File: config.mk
export PLATFORM = sky130hd
export DESIGN_NAME = sample_ctrl
export DESIGN_NICKNAME = d
export VERILOG_FILES = /design/src/logic/analyser_pkg.sv /design/src/logic/sample_ctrl.sv
export SDC_FILE = /design/constraint.sdc
export NUM_CORES = 1
export LEC_CHECK = 0
export BUFFER_PORTS_ARGS = -buffer_cell sky130_fd_sc_hd__buf_2
export CAP_MARGIN = 40
export CORE_AREA = 2 2 114 88
export DETAILED_ROUTE_END_ITERATION = 12
export DIE_AREA = 0 0 116 90
export SLEW_MARGIN = 30
export SYNTH_ARGS = -nofsm -noshare
export SYNTH_HDL_FRONTEND = slang
export SYNTH_SLANG_ARGS = --single-unit
File: constraint.sdc
create_clock -name sys_clk -period 3.1 [get_ports sys_clk]
set_input_delay 0.62 -clock sys_clk [delete_from_list [all_inputs] [get_ports sys_clk]]
set_output_delay 0.62 -clock sys_clk [all_outputs]
set_load 0.01 [all_outputs]
File: src/logic/analyser_pkg.sv
package analyser_pkg;

   // probe and memory widths
   typedef logic [7:0] sample_t;   // one sample of all 8 probe channels
   typedef logic [9:0] addr_t;     // capture memory address, sets depth
   typedef logic [2:0] chan_t;     // trigger channel index
   typedef logic [3:0] freq_sel_t; // sample period is 2**freq_sel clocks

   // trigger condition on the selected channel
   typedef enum logic [2:0] {
      TRIG_RISE = 3'd0, // 0 -> 1 edge
      TRIG_FALL = 3'd1, // 1 -> 0 edge
      TRIG_HIGH = 3'd2, // level high
      TRIG_LOW  = 3'd3, // level low
      TRIG_NOW  = 3'd4  // first sample after pre-fill
   } trig_mode_t;

   // capture memory depth follows the address width
   localparam int CAP_DEPTH = 1 << $bits(addr_t);

   // probe channel that carries the uart self-test line
   localparam chan_t UART_CHAN = 3'd4;

   // default clocks per uart bit
   localparam int DEF_BAUD_DIV = 16;

   // default holdoff before each arm pulse
   localparam int DEF_ARM_DELAY = 8;

endpackage
File: src/logic/sample_ctrl.sv
`timescale 1ns/1ps

module sample_ctrl (
   input  logic                     sys_clk,
   input  logic                     i_rst_n,
   input  logic                     i_clken,      // sample strobe
   input  logic                     i_arm,        // start a capture when idle
   input  analyser_pkg::chan_t      i_chn_sel,    // trigger channel
   input  analyser_pkg::trig_mode_t i_mode_sel,   // trigger condition
   input  analyser_pkg::addr_t      i_pre_num,    // samples kept before trigger
   input  analyser_pkg::sample_t    i_data,       // probe sample
   output logic                     o_wr_en,      // memory write strobe
   output analyser_pkg::addr_t      o_wr_addr,
   output analyser_pkg::sample_t    o_wr_data,
   output analyser_pkg::addr_t      o_start_addr, // first trace entry
   output logic                     o_finished,   // capture complete pulse
   output logic                     o_busy        // armed or capturing
);

   typedef enum logic [2:0] {
      IDLE,  // waiting for arm
      PRE,   // filling pre-trigger window
      WAIT,  // ring runs until trigger
      POST,  // filling rest of trace
      DONE   // last write issued
   } ctrl_state_t;

   ctrl_state_t              state;
   analyser_pkg::addr_t      wr_ptr;      // ring write pointer with wrap
   analyser_pkg::addr_t      cnt;         // samples left in PRE or POST
   analyser_pkg::sample_t    prev;        // previous clken sample
   analyser_pkg::chan_t      chn_q;       // settings held for the capture
   analyser_pkg::trig_mode_t mode_q;
   analyser_pkg::addr_t      pre_q;
   analyser_pkg::addr_t      start_q;
   logic                     cur_bit;     // selected channel now
   logic                     prev_bit;    // selected channel one sample ago
   logic                     trig_hit;    // condition met on this sample
   logic                     sampling;    // sample goes into memory
   logic                     wr_en_q;
   logic                     finished_q;

   assign sampling = i_clken && ((state == PRE) || (state == WAIT) || (state == POST));
   assign cur_bit  = i_data[chn_q];
   assign prev_bit = prev[chn_q];

   always_comb begin
      case (mode_q)
         analyser_pkg::TRIG_RISE: trig_hit = !prev_bit && cur_bit;
         analyser_pkg::TRIG_FALL: trig_hit = prev_bit && !cur_bit;
         analyser_pkg::TRIG_HIGH: trig_hit = cur_bit;
         analyser_pkg::TRIG_LOW:  trig_hit = !cur_bit;
         analyser_pkg::TRIG_NOW:  trig_hit = 1'b1;    // first WAIT sample
         default:                 trig_hit = 1'b0;    // unused codes never fire
      endcase
   end

   always_ff @(posedge sys_clk or negedge i_rst_n) begin
      if (!i_rst_n) begin
         state      <= IDLE;
         wr_ptr     <= '0;
         cnt        <= '0;
         prev       <= '0;
         chn_q      <= '0;
         mode_q     <= analyser_pkg::TRIG_RISE;
         pre_q      <= '0;
         start_q    <= '0;
         wr_en_q    <= 1'b0;
         finished_q <= 1'b0;
      end else begin
         wr_en_q    <= sampling;               // write lands one cycle after clken
         finished_q <= (state == DONE);        // one cycle after last write
         if (i_clken) begin
            prev <= i_data;                    // edge reference, every sample
         end
         if (sampling) begin
            wr_ptr <= wr_ptr + 1'b1;           // wraps at depth
         end
         case (state)
            IDLE: if (i_arm) begin
               wr_ptr <= '0;                   // capture always starts at 0
               chn_q  <= i_chn_sel;
               mode_q <= i_mode_sel;
               pre_q  <= i_pre_num;
               cnt    <= i_pre_num;
               state  <= (i_pre_num == '0) ? WAIT : PRE; // empty window skips PRE
            end
            PRE: if (i_clken) begin
               cnt <= cnt - 1'b1;
               if (cnt == 10'd1) begin
                  state <= WAIT;               // pre window full
               end
            end
            WAIT: if (i_clken && trig_hit) begin
               start_q <= wr_ptr - pre_q;      // trigger addr minus pre mod depth
               cnt     <= ~pre_q;              // depth - pre - 1 still to write
               state   <= (pre_q == '1) ? DONE : POST;
            end
            POST: if (i_clken) begin
               cnt <= cnt - 1'b1;
               if (cnt == 10'd1) begin
                  state <= DONE;               // trace complete
               end
            end
            DONE: state <= IDLE;
            default: state <= IDLE;
         endcase
      end
   end

   // write address and data for the memory
   always_ff @(posedge sys_clk) begin
      if (sampling) begin
         o_wr_addr <= wr_ptr;
         o_wr_data <= i_data;
      end
   end

   assign o_wr_en      = wr_en_q;
   assign o_finished   = finished_q;
   assign o_start_addr = start_q;
   assign o_busy       = (state != IDLE);      // drops with the finished pulse

endmodule

== Word-level counts from Yosys, hierarchy flattened ==
Index checks and enable logic that the tools add are counted.

* Output and inout port bits: 31
* Register bits: 77
* Input port bits: 28

* Muxes and demuxes: 21
* Equal/unequal tests: 17
* Bitwise operators: 1
* Add/sub/neg operators: 3
* Reduce and logical (&&, ||, !) cells: 18
* $lt $le $gt $ge: 1

{| class="wikitable"
|+ Operators with widths
! kind !! number
|-
| $mux W10 || 6
|-
| $pmux W10 S3 || 1
|-
| $mux W3 || 7
|-
| $eq A3 B2 Y1 const B || 4
|-
| $pmux W3 S4 || 1
|-
| $add A10 B1 Y10 const B || 1
|-
| $eq A10 B1 Y1 const B || 1
|-
| $eq A10 B10 Y1 const B || 1
|-
| $logic_not A10 Y1 || 1
|-
| $not A10 Y10 || 1
|-
| $sub A10 B1 Y10 const B || 1
|-
| $sub A10 B10 Y10 || 1
|-
| $ne A2 B1 Y1 const B || 4
|-
| $bmux W1 S3 || 2
|-
| $eq A3 B1 Y1 const B || 2
|-
| $eq A3 B3 Y1 const B || 2
|-
| $logic_not A3 Y1 || 2
|-
| $ne A2 B2 Y1 const B || 3
|-
| $reduce_and A6 Y1 || 1
|-
| $reduce_bool A3 Y1 || 2
|-
| $pmux W1 S5 || 1
|-
| $logic_and A1 B1 Y1 || 4
|-
| $lt A3 B4 Y1 const B || 1
|-
| $reduce_and A2 Y1 || 2
|-
| 6 further kinds || 9
|}

== Logic depth before layout (Yosys ltp) ==
Gate-level depths: netlist of the first run.

* Depth in word-level cells: 8
* Mapped depth: 9
* Mapped depth without buffers: 9

== Worst setup path after synthesis of the first run ==
OpenSTA, ideal clock, no wires.

* Path type: input port to flip-flop
* Start: input i_data[3]
* End: register start_q[2], in the netlist o_start_addr[2]
* Stages: 7
* Data arrival time: 2.553 ns
* Setup slack: 0.422 ns
* Required time: 2.975 ns
* Path through: mux4_1 mux2i_1 mux2_2 and2_1 buf_2 o2111ai_4 mux2_2

* Cells in the longest elaborated chain, start to end: 7
* Elaborated cells on any way between the ends: 8
* Classes of those cells: 3 x mux; 5 x reduce/logical

{| class="wikitable"
|+ RTL lines
! element !! RTL line !! source
|-
| from (decl) || sample_ctrl.sv:11 || <nowiki>input analyser_pkg::sample_t i_data,</nowiki>
|-
| $bmux W1 S3 (*) || sample_ctrl.sv:44 || <nowiki>assign cur_bit = i_data[chn_q];</nowiki>
|-
| $mux W1 (implied by the code) (*) || sample_ctrl.sv:44 ||
|-
| $logic_not A1 Y1 || sample_ctrl.sv:50, sample_ctrl.sv:52 ||
|-
| $logic_and A1 B1 Y1 || sample_ctrl.sv:50 || <nowiki>analyser_pkg::TRIG_FALL: trig_hit = prev_bit && !cur_bit;</nowiki>
|-
| $pmux W1 S5 (*) || sample_ctrl.sv:48 || <nowiki>case (mode_q)</nowiki>
|-
| $logic_and A1 B1 Y1 (*) || sample_ctrl.sv:94 || <nowiki>WAIT: if (i_clken && trig_hit) begin</nowiki>
|-
| $reduce_and A2 Y1 (no source line) (*) || n/a ||
|-
| to (signal assigned) || sample_ctrl.sv:95 || <nowiki>start_q <= wr_ptr - pre_q;</nowiki>
|-
| to (decl) || sample_ctrl.sv:35 || <nowiki>analyser_pkg::addr_t start_q;</nowiki>
|}

Mark *: on every way between the ends. The rest lies on a longest branch, timed or not. The select of a mux whose other input is x is not followed.
A chain may end at the register's enable or synchronous reset.

== Final worst setup path of the first run ==
* Start: register chn_q[0]
* End: register cnt[2]

* Cells in the longest elaborated chain, start to end: 8
* Elaborated cells on any way between the ends: 12
* Classes of those cells: 1 x eq/ne; 5 x mux; 6 x reduce/logical

{| class="wikitable"
|+ RTL lines
! element !! RTL line !! source
|-
| from (decl) || sample_ctrl.sv:32 || <nowiki>analyser_pkg::chan_t chn_q;</nowiki>
|-
| from (signal assigned) || sample_ctrl.sv:82 || <nowiki>chn_q <= i_chn_sel;</nowiki>
|-
| $bmux W1 S3 (on tied branches) || sample_ctrl.sv:44, sample_ctrl.sv:45 ||
|-
| $mux W1 (on tied branches) || sample_ctrl.sv:44, sample_ctrl.sv:45 ||
|-
| $logic_not A1 Y1 (on tied branches) || sample_ctrl.sv:50, sample_ctrl.sv:52, sample_ctrl.sv:49 ||
|-
| $logic_and A1 B1 Y1 (on tied branches) || sample_ctrl.sv:50, sample_ctrl.sv:49 ||
|-
| $pmux W1 S5 (*) || sample_ctrl.sv:48 ||
|-
| $logic_and A1 B1 Y1 (*) || sample_ctrl.sv:94 ||
|-
| $ne A2 B1 Y1 (no source line) (*) || n/a ||
|-
| $reduce_and A4 Y1 (no source line) (*) || n/a ||
|-
| to (signal assigned) || sample_ctrl.sv:89 || <nowiki>cnt <= cnt - 1'b1;</nowiki>
|-
| to (signal assigned) || sample_ctrl.sv:96 || <nowiki>cnt <= ~pre_q;</nowiki>
|-
| to (signal assigned) || sample_ctrl.sv:100 || <nowiki>cnt <= cnt - 1'b1;</nowiki>
|-
| to (decl) || sample_ctrl.sv:30 || <nowiki>analyser_pkg::addr_t cnt;</nowiki>
|}

Marked as above.

==> impl_metrics.py, run 1 <==
metrics = {
    "status": {
        "status": "completed",
    },
    "logic_synthesis": {
        "synthesis.nets": 421,
        "muxShareOfSynthArea_pct": 12.9,
        "synthSimpleGateAreaFrac_pct": 12.4,
        "synthFlopType": "dfrtp_1",
        "synth_edf_count": 18,
        "synth-seq-cells": 77,
        "syn_area_mm2": 0.00409,
        "async_reset_ff_share_pct": 76.6,
        "synth_top_family_by_area": "compound AO/OA/AOI/OAI gates",
        "netlist_instances": 380,
        "synthXorXnorAreaFrac_pct": 4.50,
        "synth_cell_type_count": 51,
        "synth_fa_ha_area_share_pct": 4.17,
        "yosysWarnings": 0,
        "yosysSeqAreaShare_pct": 49.4,
        "syn_avg_cell_area_um2": 10.8,
        "synth_compound_area_share_pct": 13.1,
    },
    "cts": {
        "clk_pin_slew_worst_paths_ns": 0.06,
        "cts_tree": "yes",
        "cts_sinks": 77,
        "numCtsBuffers": 9,
        "clk-insertion-delay-late_ns": 0.33,
        "post_cts_buffers": 0,
        "hold_buffers": 0,
        "cts_buffer_depth": 2,
        "ctsResizeCount": 0,
        "htree_levels": 3,
        "clockRootBuffer": "clkbuf_16",
    },
    "worst_setup_path": {
        "critPathCaptureType": "register",
        "crit_buf_inv": 1,
        "cp.required_ns": 3.32,
        "path_cells": "mux4_1, mux2i_1, mux2i_1, a31oi_1, buf_4, nor2_2, mux2_2",
        "critPathKind": "reg2reg",
        "critical-path-slowest-cell": "mux4_1",
        "crit_family": "multiplexers",
        "crit_fanout": 9,
        "cp_data_arrival_time_ns": 2.95,
        "slowest_delay_ns": 0.59,
        "worstSetupStartpointType": "register",
        "path_common_cell": "mux2i_1",
    },
    "timing": {
        "rsz0062_at_grt": "false",
        "period_share_pct": 88.0,
        "hold_viol": 0,
        "fin_setup_tns_ns": 0,
        "slew_violations": 0,
        "setup_viol": 0,
        "max_freq_mhz": 366,
        "finClkSkew_ns": 0.00508,
        "worst_pin_slew_ns": 0.834,
        "hold_slack_ns": 0.157,
        "min_period_ns": 2.73,
        "relSlewSlack_pct": 43.7,
    },
    "floorplan": {
        "rows": 31,
        "start_util_pct": 43.5,
        "io_pins": 59,
        "die-area_mm2": 0.0104,
        "coreArea_mm2": 0.00939,
        "die-height_um": 90,
        "die_width_um": 116,
    },
    "routing": {
        "drt-initial-drc-count": 291,
        "drc": 0,
        "ant_nets": 0,
        "vias": 3158,
        "wire_per_inst_um": 15.9,
        "wirelength_um": 9320,
        "via_per_inst": 5.40,
        "dr.pass1.iters": 5,
    },
    "flow_run": {
        "max_cap_viol_count": 0,
    },
    "power": {
        "total_power_w": 0.00530,
        "p_per_area_mw_per_mm2": 1080,
        "ir_drop_v": 0.000517,
        "leakage_nw": 2.22,
    },
    "grt": {
        "grt_max_degree": 21,
        "grt_pass1_wl_um": 15200,
        "overflow": 0,
        "antenna_found_initial": 0,
        "grt_pass1_vias": 2931,
        "grt_usage_pct": 18.8,
    },
    "cells_and_area": {
        "final_cells": 585,
        "final_util_pct": 52.4,
        "syn2layout_area_growth_pct": 20.5,
        "layout-drive-gt1-share_pct": 26.5,
        "n_antenna_cell": 0,
        "layout.nets": 489,
    },
    "placement": {
        "place_congestion": 0.905,
        "io_buffers": 58,
        "dp_cells": 569,
        "hpwlAfterDp_um": 7150,
    },
    "hold_path": {
        "hp-class": "in2async",
    },
}
==> cells by family after synthesis <==
family          count (synthesis)
simple gates                  110
compound gates                 78
flops                          77
mux                            43
buf+inv                        38
xor+xnor                       21
fa+ha+maj                      13
==> metal layers <==
metal  share of wire [%]  vias to the layer above  global-route usage, %
li1                    -                     1512                      -
met1                  50                     1519                   29.0
met2                  42                      115                   25.4
met3                 6.6                       12                   5.19
met4                 1.3                        0                   5.36
met5                   0                        -                      0
==> cells in the final DEF, fill, tap and decap left out, types with 4 or more instances in the layout <==
| cell | Yosys | final |
|---|---|---|
| dfrtp_1 | 59 | 59 |
| nor2_1 | 33 | 32 |
| xnor2_1 | 11 | 11 |
| edfxtp_1 | 18 | 18 |
| nand4_1 | 5 | 5 |
| inv_1 | 23 | 23 |
| nand3_1 | 5 | 5 |
| mux2_2 | 26 | 26 |
| o21ai_0 | 24 | 24 |
| nor2b_1 | 5 | 5 |
| o41ai_1 | 7 | 7 |
| clkbuf_16 | 0 | 9 |
| buf_2 | 1 | 58 |
| mux2i_1 | 13 | 13 |
| nor3_1 | 4 | 4 |
| mux4_1 | 4 | 4 |
| xor2_1 | 10 | 10 |
| buf_4 | 0 | 12 |
| a21oi_1 | 17 | 17 |
| nand2_1 | 37 | 37 |
| or2_2 | 4 | 4 |
| ha_1 | 12 | 12 |
==> sequential cells by signal, indices dropped and copies added (netlist names), 8 cells and up <==
| signal | count |
|---|---|
| o_wr_addr | 10 |
| pre_q | 10 |
| o_start_addr | 10 |
| cnt | 10 |
| prev | 8 |
| o_wr_data | 8 |
| wr_ptr | 10 |
==> cell usage after synthesis (2+ instances only) <==
| cell type | count | area, um2 |
|---|---|---|
| dfrtp_1 | 59 | 1480 |
| nand2_1 | 37 | 139 |
| nor2_1 | 33 | 124 |
| mux2_2 | 26 | 293 |
| o21ai_0 | 24 | 120 |
| inv_1 | 23 | 86.3 |
| edfxtp_1 | 18 | 541 |
| a21oi_1 | 17 | 85.1 |
| mux2i_1 | 13 | 130 |
| ha_1 | 12 | 150 |
| xnor2_1 | 11 | 96.3 |
| xor2_1 | 10 | 87.6 |
| clkbuf_1 | 9 | 33.8 |
| o41ai_1 | 7 | 61.3 |
| buf_1 | 5 | 18.8 |
| nand3_1 | 5 | 25.0 |
| nand4_1 | 5 | 31.3 |
| nor2b_1 | 5 | 31.3 |
| mux4_1 | 4 | 105 |
| nor3_1 | 4 | 20.0 |
| or2_2 | 4 | 25.0 |
| a21o_1 | 3 | 22.5 |
| a221o_1 | 3 | 30.0 |
| a22oi_1 | 3 | 22.5 |
| and3_1 | 3 | 18.8 |
| nor4_1 | 3 | 18.8 |
| o31ai_1 | 3 | 22.5 |
| a211oi_1 | 2 | 15.0 |
| and2_1 | 2 | 12.5 |
| nand2b_1 | 2 | 12.5 |
| nor3b_1 | 2 | 15.0 |
| o21a_1 | 2 | 15.0 |
| o221ai_1 | 2 | 17.5 |
| or3_1 | 2 | 12.5 |
==> worst reg2reg max path, stage by stage, from the launching register on <==
cell and delay (ns):
dfrtp_1 0.45, mux4_1 0.60, mux2i_1 0.22, mux2i_1 0.28, a31oi_1 0.12, buf_4 0.17
nor2_2 0.38, mux2_2 0.39
==> through the flow <==
step / instance area (um2) / setup slack [ns]
floorplan: 4090 / 0.422
global placement: 4580 / 0.220
detailed placement: 4630 / 0.163
CTS: 4920 / 0.360
global route: 4920 / 0.254
finish: 4920 / 0.371
==> worst paths after layout <==
kind,end,start,slack [ns],cells after the start
worst max-delay path,cnt[2]$_DFFE_PN0P_,chn_q[0]$_DFFE_PN0P_,0.37,7
worst min-delay path,o_start_addr[9]$_DFFE_PN0P_,i_rst_n,0.16,1
worst max register to register,cnt[2]$_DFFE_PN0P_,chn_q[0]$_DFFE_PN0P_,0.37,7
worst min register to register,o_start_addr[4]$_DFFE_PN0P_,o_start_addr[4]$_DFFE_PN0P_,0.50,1
max in group asynchronous,chn_q[1]$_DFFE_PN0P_,i_rst_n,2.27,3
min in group sys_clk,o_wr_data[3]$_DFFE_PP_,i_data[3],0.49,1
==> where the power goes <==
| part | switching (W) | internal, W | leakage, nW |
|---|---|---|---|
| combinational | 0.00134 | 0.00113 | 1.19 |
| clock | 0.000407 | 0.000622 | 0.137 |
| sequential | 0.000358 | 0.00144 | 0.890 |
==> layout make-up <==
| cell class | instances | area (um2) |
|---|---|---|
| clock buffer | 10 | 229 |
| clock inverter | 6 | 62.6 |
| fill | 866 | 4460 |
| inverter | 23 | 86.3 |
| multi-input combinational | 265 | 1930 |
| sequential | 77 | 2020 |
| tap | 132 | 165 |
| timing repair buffer | 72 | 435 |
(Power assumes the default switching activity.)
==> run 2: changes to the inputs <==
--- a/config.mk
+++ b/config.mk
@@ -10,6 +10,7 @@
 export CORE_AREA = 2 2 114 88
 export DETAILED_ROUTE_END_ITERATION = 12
 export DIE_AREA = 0 0 116 90
+export SETUP_SLACK_MARGIN = 0.5
 export SLEW_MARGIN = 30
 export SYNTH_ARGS = -nofsm -noshare
 export SYNTH_HDL_FRONTEND = slang
==> run 2 against run 1 <==
Effect of this change:
- combinational power up 11%
- non-clock buffer count is 3 higher
- sequential cell count did not move
- critical path depth grew 1
- clock power up 11%
- die area stayed put
- cell area up 2.0%
- register-to-register slack better by 0.21 ns
- highest routed layer unchanged
- final cell count increased by 0.51%
- via count unchanged
==> impl_metrics.py, run 2 (same netlist as run 1, synthesis figures left out) <==
metrics = {
    "timing": {
        "min_period_ns": 2.52,
        "hold_viol": 0,
        "relSlewSlack_pct": 62.1,
        "hold_slack_ns": 0.0637,
        "finClkSkew_ns": 0.00626,
        "period_share_pct": 81.2,
        "slew_violations": 0,
        "fin_setup_tns_ns": 0,
        "rsz0062_at_grt": "false",
        "worst_pin_slew_ns": 0.564,
        "max_freq_mhz": 397,
        "setup_viol": 0,
    },
    "routing": {
        "via_per_inst": 5.37,
        "ant_nets": 0,
        "wire_per_inst_um": 16.5,
        "drt-initial-drc-count": 281,
        "drc": 0,
        "vias": 3158,
        "dr.pass1.iters": 4,
        "wirelength_um": 9710,
    },
    "cells_and_area": {
        "syn2layout_area_growth_pct": 22.9,
        "layout.nets": 492,
        "final_cells": 588,
        "final_cell_mix": "dfrtp_1 (58), buf_2 (58), nand2_1 (37)",
        "layout-drive-gt1-share_pct": 29.6,
        "n_antenna_cell": 0,
        "final.fill_count": 889,
    },
    "worst_setup_path": {
        "cp.depth": 8,
        "path_cells": "mux4_2, mux2i_4, mux2_4, a31oi_4, buf_6, nor2_4, buf_4, a221o_1",
        "critPathKind": "reg2reg",
        "crit_end": "cnt[4]$_DFFE_PN0P_",
        "reg2reg_setup_slack_ns": 0.58,
        "cp_data_arrival_time_ns": 2.73,
        "crit_family": "multiplexers",
        "r2r_start": "chn_q[0]$_DFFE_PN0P_",
        "regToRegEndpoint": "cnt[4]$_DFFE_PN0P_",
        "crit_buf_inv": 2,
        "critPathCaptureType": "register",
        "critical-path-slowest-cell": "mux4_2",
        "crit_fanout": 6,
        "slowest_delay_ns": 0.57,
        "cp-startpoint": "chn_q[0]$_DFFE_PN0P_",
        "r2r_cells": 8,
        "worstSetupStartpointType": "register",
        "cp.required_ns": 3.31,
    },
    "flow_run": {
        "max_cap_viol_count": 0,
    },
    "grt": {
        "grt_pass1_vias": 3079,
        "grt_pass1_wl_um": 16000,
        "grt_max_degree": 40,
        "grt_usage_pct": 19.8,
        "antenna_found_initial": 0,
        "overflow": 0,
    },
    "hold_path": {
        "hp-class": "in2async",
    },
    "power": {
        "leakage_nw": 2.27,
        "p_per_area_mw_per_mm2": 1140,
        "ir_drop_v": 0.000514,
    },
    "cts": {
        "clockRootBuffer": "clkbuf_16",
        "cts_tree": "yes",
        "cts_buffer_depth": 2,
        "clk_pin_slew_worst_paths_ns": 0.06,
        "htree_levels": 3,
        "clk-insertion-delay-late_ns": 0.33,
        "numCtsBuffers": 9,
        "hold_buffers": 0,
        "cts_sinks": 77,
    },
    "floorplan": {
        "die-area_mm2": 0.0104,
        "die-height_um": 90,
        "start_util_pct": 43.5,
        "coreArea_mm2": 0.00939,
        "io_pins": 59,
        "die_width_um": 116,
        "rows": 31,
    },
    "status": {
        "status": "completed",
    },
    "placement": {
        "place_congestion": 0.892,
        "io_buffers": 58,
        "dp_cells": 567,
        "hpwlAfterDp_um": 7030,
    },
}
-- run 2: cell count changes in the layout (fill, tap and decap cells not counted), sizes merged --
cell	before	now
buf	72	75
bufinv	1	2
clkinv	2	1
clkinvlp	2	1
inv	24	25
-- run 2: final cells by class --
type | count | area, um2 | area share [%]
flip-flops and latches | 77 | 2020 | 40.2
multi-input cells | 265 | 2000 | 39.7
repair buffers | 75 | 434 | 8.64
clock buffers | 10 | 229 | 4.56
well taps | 132 | 165 | 3.29
clock inverters | 6 | 93.8 | 1.87
inverters | 23 | 86.3 | 1.72
-- run 2: stage by stage --
step / utilization [%] / cell area (um2) / power [W] / worst slack [ns]
after floorplan: - / 4120 / 0.00361 / 0.429
after global placement: 49.0 / 4600 / 0.00429 / 0.237
after detailed placement: 49.0 / 4600 / 0.00433 / 0.199
after CTS: 53.0 / 4970 / 0.00561 / 0.544
after global routing: 53.5 / 5020 / 0.00614 / 0.501
final: 53.5 / 5020 / 0.00570 / 0.584
-- run 2: how the worst min path moves through the flow --
stage          startpoint                           to  cells past startpoint
3_5_place_dp      i_rst_n  o_start_addr[1]$_DFFE_PN0P_                      1
2_1_floorplan     i_rst_n         chn_q[0]$_DFFE_PN0P_                      0
3_3_place_gp      i_rst_n  o_start_addr[1]$_DFFE_PN0P_                      1
4_1_cts           i_rst_n  o_start_addr[1]$_DFFE_PN0P_                      1
5_1_grt           i_rst_n  o_start_addr[1]$_DFFE_PN0P_                      1
6_report          i_rst_n  o_start_addr[1]$_DFFE_PN0P_                      1
-- run 2: layer usage --
metal	track usage (%)	part of all wire [%]	vias up
met5	0	0	-
met4	5.95	1.2	0
met3	4.86	6.0	12
met2	28.0	43	93
met1	29.9	50	1544
li1	-	-	1509
-- run 2: repair_timing --
item / 4_1_cts / 5_1_grt
endpoints found under the setup margin: 17 / 11
resized for setup: 2 / 10
pin swaps: 2 / 2
setup buffers: 4 / 1
-- run 2: power breakdown --
| group | leakage (nW) | internal [W] | switching (W) | total (W) |
|---|---|---|---|---|
| Clock | 0.154 | 0.000712 | 0.000424 | 0.00114 |
| Sequential | 0.889 | 0.00145 | 0.000379 | 0.00183 |
| Combinational | 1.23 | 0.00131 | 0.00143 | 0.00274 |
